### src/csr_pkg.sv
`default_nettype none

package csr_pkg;

    localparam int NUM_THREADS   = 4;  // lanes per warp
    localparam int NUM_WARPS     = 4;
    localparam int NW_BITS       = 2;
    localparam int CSR_ADDR_BITS = 12;
    localparam int DATA_BITS     = 32;
    localparam int NUM_SCRATCH   = 4;
    localparam int SCRATCH_BITS  = 2;

    localparam logic [DATA_BITS-1:0] CORE_ID = DATA_BITS'(0);

    localparam logic [6:0] OPCODE_SYSTEM = 7'b1110011;

    // scratch registers sit in the custom read/write range, aligned on four
    localparam logic [CSR_ADDR_BITS-1:0] CSR_SCRATCH0 = 12'h800;
    localparam logic [CSR_ADDR_BITS-1:0] CSR_SCRATCH1 = 12'h801;
    localparam logic [CSR_ADDR_BITS-1:0] CSR_SCRATCH2 = 12'h802;
    localparam logic [CSR_ADDR_BITS-1:0] CSR_SCRATCH3 = 12'h803;

    // everything with addr[11:10] == 2'b11 is read only
    localparam logic [CSR_ADDR_BITS-1:0] CSR_CYCLE    = 12'hC00;
    localparam logic [CSR_ADDR_BITS-1:0] CSR_INSTRET  = 12'hC02;
    localparam logic [CSR_ADDR_BITS-1:0] CSR_LTID     = 12'hCC0;
    localparam logic [CSR_ADDR_BITS-1:0] CSR_GTID     = 12'hCC1;
    localparam logic [CSR_ADDR_BITS-1:0] CSR_WARP_ID  = 12'hCC2;
    localparam logic [CSR_ADDR_BITS-1:0] CSR_CORE_ID  = 12'hCC3;

    typedef enum logic [1:0] {
        CSR_OP_RW = 2'd0,
        CSR_OP_RS = 2'd1,
        CSR_OP_RC = 2'd2
    } csr_op_e;

    typedef struct packed {
        logic [NUM_THREADS-1:0]   valid;
        logic [NW_BITS-1:0]       warp_num;
        logic [4:0]               rd;
        logic                     wb;
        csr_op_e                  op;
        logic [CSR_ADDR_BITS-1:0] addr;
        logic [DATA_BITS-1:0]     mask;
    } csr_req_t;

    typedef struct packed {
        logic [NUM_THREADS-1:0]   valid;
        logic [NW_BITS-1:0]       warp_num;
        logic [4:0]               rd;
        logic                     wb;
        logic [CSR_ADDR_BITS-1:0] addr;
        logic [DATA_BITS-1:0]     read_data;     // value before the update
        logic [DATA_BITS-1:0]     updated_data;
        logic                     write_en;
    } csr_stage_t;

    typedef struct packed {
        logic [NUM_THREADS-1:0]                valid;
        logic [NW_BITS-1:0]                    warp_num;
        logic [4:0]                            rd;
        logic                                  wb;
        logic [NUM_THREADS-1:0][DATA_BITS-1:0] data;
    } csr_wb_t;

    function automatic logic is_scratch_addr(logic [CSR_ADDR_BITS-1:0] addr);
        return addr[CSR_ADDR_BITS-1:SCRATCH_BITS] ==
               CSR_SCRATCH0[CSR_ADDR_BITS-1:SCRATCH_BITS];
    endfunction

endpackage

`default_nettype wire
### src/csr_unit.sv
`timescale 1ns/1ps
`default_nettype none

module csr_unit (
    input  wire                            clk,
    input  wire                            arst_n,
    input  wire [csr_pkg::NUM_THREADS-1:0] instr_valid,
    input  wire [csr_pkg::NW_BITS-1:0]     instr_warp,
    input  wire [31:0]                     instr,
    input  wire [csr_pkg::DATA_BITS-1:0]   rs1_data,
    input  wire                            no_slot,
    input  wire                            retire,
    output logic                           stall,
    output csr_pkg::csr_wb_t               wb_out
);

    import csr_pkg::*;

    csr_req_t   req;
    csr_stage_t stage;

    csr_decode u_decode (
        .clk         (clk),
        .arst_n      (arst_n),
        .hold        (no_slot),
        .instr_valid (instr_valid),
        .instr_warp  (instr_warp),
        .instr       (instr),
        .rs1_data    (rs1_data),
        .req         (req)
    );

    csr_pipe u_pipe (
        .clk     (clk),
        .arst_n  (arst_n),
        .no_slot (no_slot),
        .req     (req),
        .retire  (retire),
        .stage   (stage),
        .stall   (stall)
    );

    csr_result u_result (
        .stage  (stage),
        .wb_out (wb_out)
    );

endmodule

`default_nettype wire

### src/csr_result.sv
`timescale 1ns/1ps
`default_nettype none

module csr_result (
    input  wire csr_pkg::csr_stage_t stage,
    output csr_pkg::csr_wb_t         wb_out
);

    import csr_pkg::*;

    always_comb begin
        wb_out.valid    = stage.valid;
        wb_out.warp_num = stage.warp_num;
        wb_out.rd       = stage.rd;
        wb_out.wb       = stage.wb;
        for (int i = 0; i < NUM_THREADS; i++) begin
            if (stage.addr == CSR_LTID) begin
                wb_out.data[i] = DATA_BITS'(i);
            end else if (stage.addr == CSR_GTID) begin
                // read value is the warp number here
                wb_out.data[i] = DATA_BITS'(stage.read_data * NUM_THREADS + i);
            end else begin
                wb_out.data[i] = stage.read_data;
            end
        end
    end

endmodule

`default_nettype wire

### src/csr_pipe.sv
`timescale 1ns/1ps
`default_nettype none

module csr_pipe (
    input  wire                    clk,
    input  wire                    arst_n,
    input  wire                    no_slot,
    input  wire csr_pkg::csr_req_t req,
    input  wire                    retire,
    output csr_pkg::csr_stage_t    stage,
    output logic                   stall
);

    import csr_pkg::*;

    logic [DATA_BITS-1:0] file_data;
    logic [DATA_BITS-1:0] read_data;
    logic [DATA_BITS-1:0] updated_data;
    logic                 fwd_hit;
    logic                 write_en;
    logic                 file_we;
    csr_stage_t           stage_d;

    // the stage writes once, on the edge where it hands over to the next request
    assign file_we = stage.write_en && !no_slot;

    csr_file u_file (
        .clk        (clk),
        .arst_n     (arst_n),
        .read_addr  (req.addr),
        .read_warp  (req.warp_num),
        .read_data  (file_data),
        .write_en   (file_we),
        .write_addr (stage.addr),
        .write_warp (stage.warp_num),
        .write_data (stage.updated_data),
        .retire     (retire)
    );

    // the value in the second stage is newer than the file until it is written
    assign fwd_hit = stage.write_en
                  && (stage.addr == req.addr)
                  && (stage.warp_num == req.warp_num);

    assign read_data = fwd_hit ? stage.updated_data : file_data;

    always_comb begin
        case (req.op)
            CSR_OP_RW: updated_data = req.mask;
            CSR_OP_RS: updated_data = read_data | req.mask;
            CSR_OP_RC: updated_data = read_data & ~req.mask;
            default:   updated_data = read_data;
        endcase
    end

    // decode already turned the non-writing forms into a set with zero mask
    assign write_en = (|req.valid)
                   && is_scratch_addr(req.addr)
                   && !(req.op == CSR_OP_RS && req.mask == '0);

    always_comb begin
        stage_d.valid        = req.valid;
        stage_d.warp_num     = req.warp_num;
        stage_d.rd           = req.rd;
        stage_d.wb           = req.wb;
        stage_d.addr         = req.addr;
        stage_d.read_data    = read_data;
        stage_d.updated_data = updated_data;
        stage_d.write_en     = write_en;
    end

    pipe_reg #(
        .payload_t(csr_stage_t)
    ) u_stage_reg (
        .clk    (clk),
        .arst_n (arst_n),
        .stall  (no_slot),
        .d      (stage_d),
        .q      (stage)
    );

    assign stall = no_slot && (|req.valid);

endmodule

`default_nettype wire

### src/csr_file.sv
`timescale 1ns/1ps
`default_nettype none

module csr_file (
    input  wire                              clk,
    input  wire                              arst_n,
    input  wire [csr_pkg::CSR_ADDR_BITS-1:0] read_addr,
    input  wire [csr_pkg::NW_BITS-1:0]       read_warp,
    output logic [csr_pkg::DATA_BITS-1:0]    read_data,
    input  wire                              write_en,
    input  wire [csr_pkg::CSR_ADDR_BITS-1:0] write_addr,
    input  wire [csr_pkg::NW_BITS-1:0]       write_warp,
    input  wire [csr_pkg::DATA_BITS-1:0]     write_data,
    input  wire                              retire
);

    import csr_pkg::*;

    logic [NUM_WARPS-1:0][NUM_SCRATCH-1:0][DATA_BITS-1:0] scratch;
    logic [DATA_BITS-1:0] cycle_cnt;
    logic [DATA_BITS-1:0] instret_cnt;
    logic                 scratch_we;

    assign scratch_we = write_en && is_scratch_addr(write_addr);

    always_ff @(posedge clk or negedge arst_n) begin
        if (!arst_n) begin
            scratch <= '0;
        end else if (scratch_we) begin
            scratch[write_warp][write_addr[SCRATCH_BITS-1:0]] <= write_data;
        end
    end

    always_ff @(posedge clk or negedge arst_n) begin
        if (!arst_n) begin
            cycle_cnt <= '0;
        end else begin
            cycle_cnt <= cycle_cnt + DATA_BITS'(1);
        end
    end

    // retire comes from the writeback side of the core, one pulse per instruction
    always_ff @(posedge clk or negedge arst_n) begin
        if (!arst_n) begin
            instret_cnt <= '0;
        end else if (retire) begin
            instret_cnt <= instret_cnt + DATA_BITS'(1);
        end
    end

    always_comb begin
        case (read_addr)
            CSR_SCRATCH0,
            CSR_SCRATCH1,
            CSR_SCRATCH2,
            CSR_SCRATCH3: read_data = scratch[read_warp][read_addr[SCRATCH_BITS-1:0]];
            CSR_CYCLE:    read_data = cycle_cnt;
            CSR_INSTRET:  read_data = instret_cnt;
            CSR_WARP_ID:  read_data = DATA_BITS'(read_warp);
            CSR_CORE_ID:  read_data = CORE_ID;
            // the result stage turns the warp number into per-lane global ids
            CSR_GTID:     read_data = DATA_BITS'(read_warp);
            CSR_LTID:     read_data = '0; // lane index is added later
            default:      read_data = '0;
        endcase
    end

endmodule

`default_nettype wire

### src/csr_decode.sv
`timescale 1ns/1ps
`default_nettype none

module csr_decode (
    input  wire                            clk,
    input  wire                            arst_n,
    input  wire                            hold,
    input  wire [csr_pkg::NUM_THREADS-1:0] instr_valid,
    input  wire [csr_pkg::NW_BITS-1:0]     instr_warp,
    input  wire [31:0]                     instr,
    input  wire [csr_pkg::DATA_BITS-1:0]   rs1_data,
    output csr_pkg::csr_req_t              req
);

    import csr_pkg::*;

    logic [6:0]           opcode;
    logic [2:0]           funct3;
    logic [4:0]           rd;
    logic [4:0]           rs1;
    logic                 is_csr;
    logic                 read_only;
    logic [DATA_BITS-1:0] src;
    logic                 dec_hold;
    csr_op_e              op;
    csr_req_t             req_d;

    assign opcode    = instr[6:0];
    assign rd        = instr[11:7];
    assign funct3    = instr[14:12];
    assign rs1       = instr[19:15];
    assign read_only = (instr[31:30] == 2'b11);

    // funct3 of 000 and 100 are not CSR forms (ecall/ebreak and reserved)
    assign is_csr = (opcode == OPCODE_SYSTEM) && (funct3[1:0] != 2'b00);

    always_comb begin
        case (funct3[1:0])
            2'b10:   op = CSR_OP_RS;
            2'b11:   op = CSR_OP_RC;
            default: op = CSR_OP_RW;
        endcase
    end

    assign src = funct3[2] ? DATA_BITS'(rs1) : rs1_data; // zimm forms

    always_comb begin
        req_d          = '0;
        req_d.valid    = is_csr ? instr_valid : '0;
        req_d.warp_num = instr_warp;
        req_d.rd       = rd;
        req_d.wb       = (rd != 5'd0);
        req_d.addr     = instr[31:20];
        req_d.op       = op;
        req_d.mask     = src;
        // a set or clear of nothing, or any write to a read only CSR, becomes a plain read
        if (read_only || (op != CSR_OP_RW && src == '0)) begin
            req_d.op   = CSR_OP_RS;
            req_d.mask = '0;
        end
    end

    // an empty register can still take a new request while downstream is full
    assign dec_hold = hold && (|req.valid);

    pipe_reg #(
        .payload_t(csr_req_t)
    ) u_req_reg (
        .clk    (clk),
        .arst_n (arst_n),
        .stall  (dec_hold),
        .d      (req_d),
        .q      (req)
    );

endmodule

`default_nettype wire

### src/pipe_reg.sv
`timescale 1ns/1ps
`default_nettype none

module pipe_reg #(
    parameter type payload_t = logic [31:0]
) (
    input  wire           clk,
    input  wire           arst_n,
    input  wire           stall,
    input  wire payload_t d,
    output payload_t      q
);

    // the payload carries its valid mask, so clearing it all leaves a bubble
    always_ff @(posedge clk or negedge arst_n) begin
        if (!arst_n) begin
            q <= '0;
        end else if (!stall) begin
            q <= d;
        end
    end

endmodule

`default_nettype wire

### config.mk
export PLATFORM = sky130hd
export DESIGN_NAME = csr_unit
export DESIGN_NICKNAME = d
export VERILOG_FILES = /design/src/csr_pkg.sv /design/src/csr_unit.sv /design/src/csr_result.sv /design/src/csr_pipe.sv /design/src/csr_file.sv /design/src/csr_decode.sv /design/src/pipe_reg.sv
export SDC_FILE = /design/constraint.sdc
export NUM_CORES = 1
export LEC_CHECK = 0
export BUFFER_PORTS_ARGS = -buffer_cell sky130_fd_sc_hd__buf_2
export CORE_ASPECT_RATIO = 2
export CORE_MARGIN = 8
export CORE_UTILIZATION = 30
export DETAILED_ROUTE_END_ITERATION = 6
export SYNTH_ARGS = -nofsm -noshare
export SYNTH_HDL_FRONTEND = slang
export SYNTH_SLANG_ARGS = --single-unit
export TNS_END_PERCENT = 30
### constraint.sdc
create_clock -name clk -period 7.1 [get_ports clk]
set_clock_uncertainty 0.05 [all_clocks]
set_input_delay 0 -clock clk [delete_from_list [all_inputs] [get_ports clk]]
set_output_delay 0 -clock clk [all_outputs]
set_load 0.02 [all_outputs]
# Word-level counts from Yosys, hierarchy flattened
# Cells that the tools add are included.
# classes
muxes	25
n_lt_le_gt_ge	6
addsub	5
n_reduce_logical	24
eq_ne	20
bitwise_logic	3
# ops
op	count
$bwmux 512	1
$mux 32	13
$bmux 128 s2	1
$demux 128 s2	1
$mux 128	2
$pmux 32 s4	1
$eq 12x12->1 const B	10
$add 32x1->32 const B	3
$pmux 32 s3	1
$add 32x2->32 const B	2
$bmux 32 s2	1
$demux 32 s2	1
$logic_not 32->1	2
$and 32x32->32	1
$not 32->32	1
$or 32x32->32	1
$eq 10x10->1 const B	2
$eq 12x12->1	1
$logic_and 1x1->1	12
$lt 2x3->1 const B	4
$eq 2x2->1 const B	4
$reduce_or 4->1	2
$eq 7x7->1 const B	1
$reduce_bool 5->1	1
11 further kinds	14
# totals
in_bits	74
regBits	723
wordCells	116
out_inout_bits	141

# Longest topological paths before layout
# depth
ltp_word	8
depth_mapped	9
mapped_depth_nobuf	6

# By module
# A second synthesis with hierarchy kept.
# unflattened
cells_unflattened	2708
hier_area_um2	36196.0
# by_module_without_submodules
mod	cells_each	area_each_um2	instances	seq_area_each_um2
csr_file	1814	26516.7	1	14413.8
pipe_reg (u_pipe.u_stage_reg)	188	3335.7	1	2227.1
pipe_reg (u_decode.u_req_reg)	122	2228.4	1	1451.4
csr_pipe	295	2175.8	1	0.0
csr_result	210	1443.9	1	0.0
csr_decode	79	495.5	1	0.0

# Least setup slack after synthesis
# No wires, ideal clock.
# synth_path
path_type	register to output
startpoint	register u_pipe.u_stage_reg.q[70] (netlist name)
endpoint	output port wb_out[100] (netlist name)
path_stages_with_launch	7
arrival_ns	2.588
path_buffers	3
required_ns	7.050
slack_ns	4.462
path_cell_list	dfrtp_1 or4b_4 or3_1 clkbuf_1 clkbuf_1 o21ai_0 buf_4
# synth_lines
element	line_no	rtl
start, declared	pipe_reg.sv:11	output payload_t q
start signal, assigned	pipe_reg.sv:17	q <= '0;
start signal, assigned	pipe_reg.sv:19	q <= d;
end, declared	csr_unit.sv:14	output csr_pkg::csr_wb_t wb_out

# Worst setup path in the final report
# layout_path
startpoint	register u_decode.u_req_reg.q[34] (netlist name)
endpoint	register u_pipe.u_stage_reg.q[59] (netlist name)
# layout_between
elab_chain_len	4
word_cells_on_any_way	15
classes_between	9 x eq/ne; 2 x mux; 4 x reduce/logical
# layout_lines
element	line_no	rtl
start, declared	pipe_reg.sv:11	
start signal, assigned	pipe_reg.sv:17	
start signal, assigned	pipe_reg.sv:19	
$eq 12x12->1 (on tied branches)	csr_file.sv:52, csr_pipe.sv:42	
$reduce_or 4->1 (tied with other cells)	csr_file.sv:52	case (read_addr)
$pmux 32 s4 or $logic_and 1x1->1 (tied branches)	csr_file.sv:52, csr_pipe.sv:43	
$mux 32 (*)	csr_pipe.sv:45	assign read_data = fwd_hit ? stage.updated_data : file_data;
# Every way passes the cells marked *; elsewhere a longest branch is shown, timed or not.
# A chain may end at the register's enable or synchronous reset.

==> summary.log <==
qor: synth.synth.top_cells.by_count 723 x dfrtp_1, 597 x mux2_2, 212 x nand2_1, 128 x clkbuf_1, 119 x nor2_1
qor: drt.number_of_detailed_routing_iterations_run_before_antenna_repair 5
qor: sta.whs 50.32 ps
qor: placed_design.hpwl 71,990 um
qor: worst_setup_path.worstPathMaxFanout 20
qor: clock_network.cts.reportedPaths.clkPinSlew 70 ps
qor: die.chipWidth 256.0 um
qor: sta.final.setup.tns 0 ps
qor: placed_design.gp_congestion 0.9007
qor: worst_setup_path.worst_setup_path_end_kind register
qor: synth.synth_cells 2,760
qor: synth.post_synth_and_or_nand_nor_area_fraction 8.242%
qor: grt.gr-usage-all-layers 16.73%
qor: clock_network.clock_latency 660 ps
qor: power.seqPwrFrac 52.2%
qor: power.comb_power_share 6.4%
qor: sta.finalSetupViolCount 0
qor: clock_network.clockBufferDepth 3
qor: grt.grt_max_degree 177
qor: synth.combinational_family_with_the_most_area_after_synthesis multiplexers
qor: grt.gr-total-overflow 0
qor: synth.ys.flop_type dfrtp_1
qor: synth.synth.avg_cell_area 12.52 um2
qor: drt.final_antenna_net_count 0
qor: worst_setup_path.regToRegSetupSlack 3190 ps
qor: synth.synth_edf_count 0
qor: power.power_frac_clock 41.3%
qor: drt.routed_wire_length_per_instance 24.67 um
qor: sta.period_minus_slack 3907 ps
qor: clock_network.cts.repair.resized 0
qor: worst_hold_path.holdCritPathClass primary input to register
qor: clock_network.clk_sinks 723
qor: synth.postSynthRegisterBits 723
qor: drt.drt-total-wl 108,400 um
qor: placed_design.placement.io_buffers 214
qor: drt.post-route-drc-count 0
qor: synth.xor_and_xnor_fraction_of_the_mapped_netlist_area 1.901%
qor: synth.post_synth_fa_ha_maj_area_fraction 0.07242%
qor: power.p_int 6257 uW
qor: worst_setup_path.worstPathRequired 7590 ps
qor: synth.post-synth-top-area-fraction 52.36%
qor: power.vdd_ir_max 0.1587 mV
qor: die.die_h 496.0 um
qor: sta.min_period_over_period 55.03%
qor: synth.synthesis.nets 2,836
qor: die.area_of_the_die 0.1270 mm2
qor: power.fraction_of_power_spent_switching_nets 25.55%
qor: worst_setup_path.data_arrival_time_of_the_critical_path 4400 ps
qor: clock_network.postCtsSetupBuffers 0
qor: synth.synthesized_area_fraction_occupied_by_ao_oa_aoi_and_oai_cells 5.707%
qor: worst_setup_path.timing.critical_path.cells nor4_2, nand3_2, buf_4, a2111oi_0, a211oi_1, o31ai_1
qor: synth.sequential_element_share_of_the_synthesized_area 52.36%
qor: die.number_of_core_rows 176
qor: cells_and_area.nets 2,910
qor: drt.dr.first_iter.drc_count 1,774
qor: sta.achievable-frequency 255.9 MHz
qor: drt.detail_route.vias_per_cell 5.244
qor: drt.dr_total_vias 23,040
qor: sta.timing_worst_slew_pin_value 1181 ps
qor: die.floorplan.core_area 0.1147 mm2
qor: grt.number_of_antenna_violations_at_the_first_check_in_global_routing 1
qor: grt.wire_length_of_the_first_global_routing_pass 162,100 um
qor: synth.synth_mux_area_share 26.58%
qor: grt.first_global_vias 24,150
qor: synth.post-synth-top-count-cell dfrtp_1
qor: synth.synth-warning-count 0
qor: clock_network.cts_tree built
qor: die.io-pin-count 215
qor: power.switchingPower 2147 uW
qor: run.cap_violations 0
qor: cells_and_area.synthToLayoutAreaGrowth 12.94%
qor: synth.async_flop_share 100.0%
qor: die.start_util 30.12%
qor: clock_network.cts_buffers 58
qor: worst_setup_path.cp_slowest_cell nor4_2
qor: sta.relSlewSlack 20.52%
qor: sta.slew_viol_final 0
qor: power.power 8404 uW
qor: cells_and_area.post-route-util 34.01%
qor: cells_and_area.post_route_cells_drive_above_1_share 37.47%
qor: power.power.density_cell_area 215.4 mW/mm2
qor: worst_setup_path.setup.worst_path.start_class register
qor: power.static-leakage-power 0.01838 uW
qor: synth.synth.lib_cells_used.distinct 63
qor: synth.synth.largest_area_cell dfrtp_1
qor: worst_setup_path.critPathMaxStageDelay 930 ps
qor: worst_setup_path.worst-setup-path-type register to register
qor: sta.final-hold-violation-count 0
qor: sta.setup_repair_after_global_routing_missed_its_margin false
qor: synth.synth_area_leaders dfrtp_1 52%, mux2_2 19%, mux4_2 5.4%, buf_4 2.6%, nand2_1 2.3%
qor: clock_network.htreeDepth 2
qor: run_status.status completed
qor: clock_network.clk_tree_root_cell clkbuf_16
qor: synth.syn_area 0.03455 mm2
## repair_timing
item,CTS,global route
hold buffers,74,0
setup endpoints to repair,0,0
hold endpoints to repair,221,0
## stage by stage
stage	setup WS (ps)	instances	area, um2
after floorplan	4462	2760	34550
after global placement	3296	4213	36280
after detailed placement	3296	4213	36280
after CTS	3247	4393	39020
after global routing	3066	4394	39020
final	3193	4394	39020
## critical path: cells and delay by family (launching register included)
kind / cells / cell delay [ps]
simple gates: 2 / 1670
flops: 1 / 440
buf+inv: 1 / 470
compound gates: 3 / 1140
## power groups by stage
| stage | Combinational [uW] | Sequential (uW) | Clock (uW) |
|---|---|---|---|
| floorplan | 354 | 4320 | 0 |
| global placement | 504 | 4470 | 0 |
| detailed placement | 508 | 4470 | 0 |
| CTS | 545 | 4390 | 3550 |
| global route | 588 | 4400 | 3690 |
| finish | 539 | 4390 | 3470 |
## layer usage
metal  vias up  GRT usage, %  share of wire, %
met5         -             0                 0
met4         0         12.82               8.8
met3       265         2.271               4.6
met2       768         30.53                52
met1     12010         17.26                34
li1       9998             -                 -
## final cells by class
class                   instances  area, um2
inverters                      15      56.30
clock buffers                  78       1627
diodes                          1      2.502
repair buffers                333       2217
fillers                     11140      75710
well taps                    1513       1893
multi-input cells            1703      14780
clock inverters                28      352.8
flip-flops and latches        723      18100
## layout by cell type (no fill, tap or decap), types with 14 or more instances in the layout
cell / n
clkbuf_16: 58
and3_1: 15
nand4_1: 30
mux2_2: 597
mux2i_1: 40
nor3_1: 32
nor2b_1: 18
o21ai_0: 117
a211oi_1: 14
o22ai_1: 65
nor4_1: 66
buf_4: 43
nand2_1: 211
nor2_1: 111
dlygate4sd3_1: 73
dfrtp_1: 720
mux4_2: 83
mux2_1: 17
nand3_1: 25
o31ai_1: 31
a22o_1: 31
xnor2_1: 64
buf_2: 212
## cell families after synthesis
| family | after synthesis |
|---|---|
| adders and majority gates | 2 |
| buffers and inverters | 334 |
| DFF | 723 |
| and+or+nand+nor | 582 |
| xor gates and xnor gates | 75 |
| muxes | 737 |
| AOI/OAI and AO/OA | 307 |
## worst paths after layout
path                                          start                    endpoint  cells after the start
min in group asynchronous                    arst_n  u_pipe.u_file.scratch[384]                      3
setup reg to reg           u_decode.u_req_reg.q[34]    u_pipe.u_stage_reg.q[59]                      6
hold reg to reg            u_decode.u_req_reg.q[49]    u_decode.u_req_reg.q[49]                      2
setup / recovery           u_decode.u_req_reg.q[34]    u_pipe.u_stage_reg.q[59]                      6
hold / removal                            instr[26]    u_decode.u_req_reg.q[38]                      4
max in group asynchronous                    arst_n  u_pipe.u_file.scratch[412]                      5
## registers in the layout (all words and copies together) (netlist names)
| signal | flops |
|---|---|
| u_decode.u_req_reg.q | 58 |
| u_pipe.u_file.cycle_cnt | 32 |
| u_pipe.u_file.instret_cnt | 32 |
| u_pipe.u_file.scratch | 512 |
| u_pipe.u_stage_reg.q | 89 |
(Power assumes the default switching activity.)
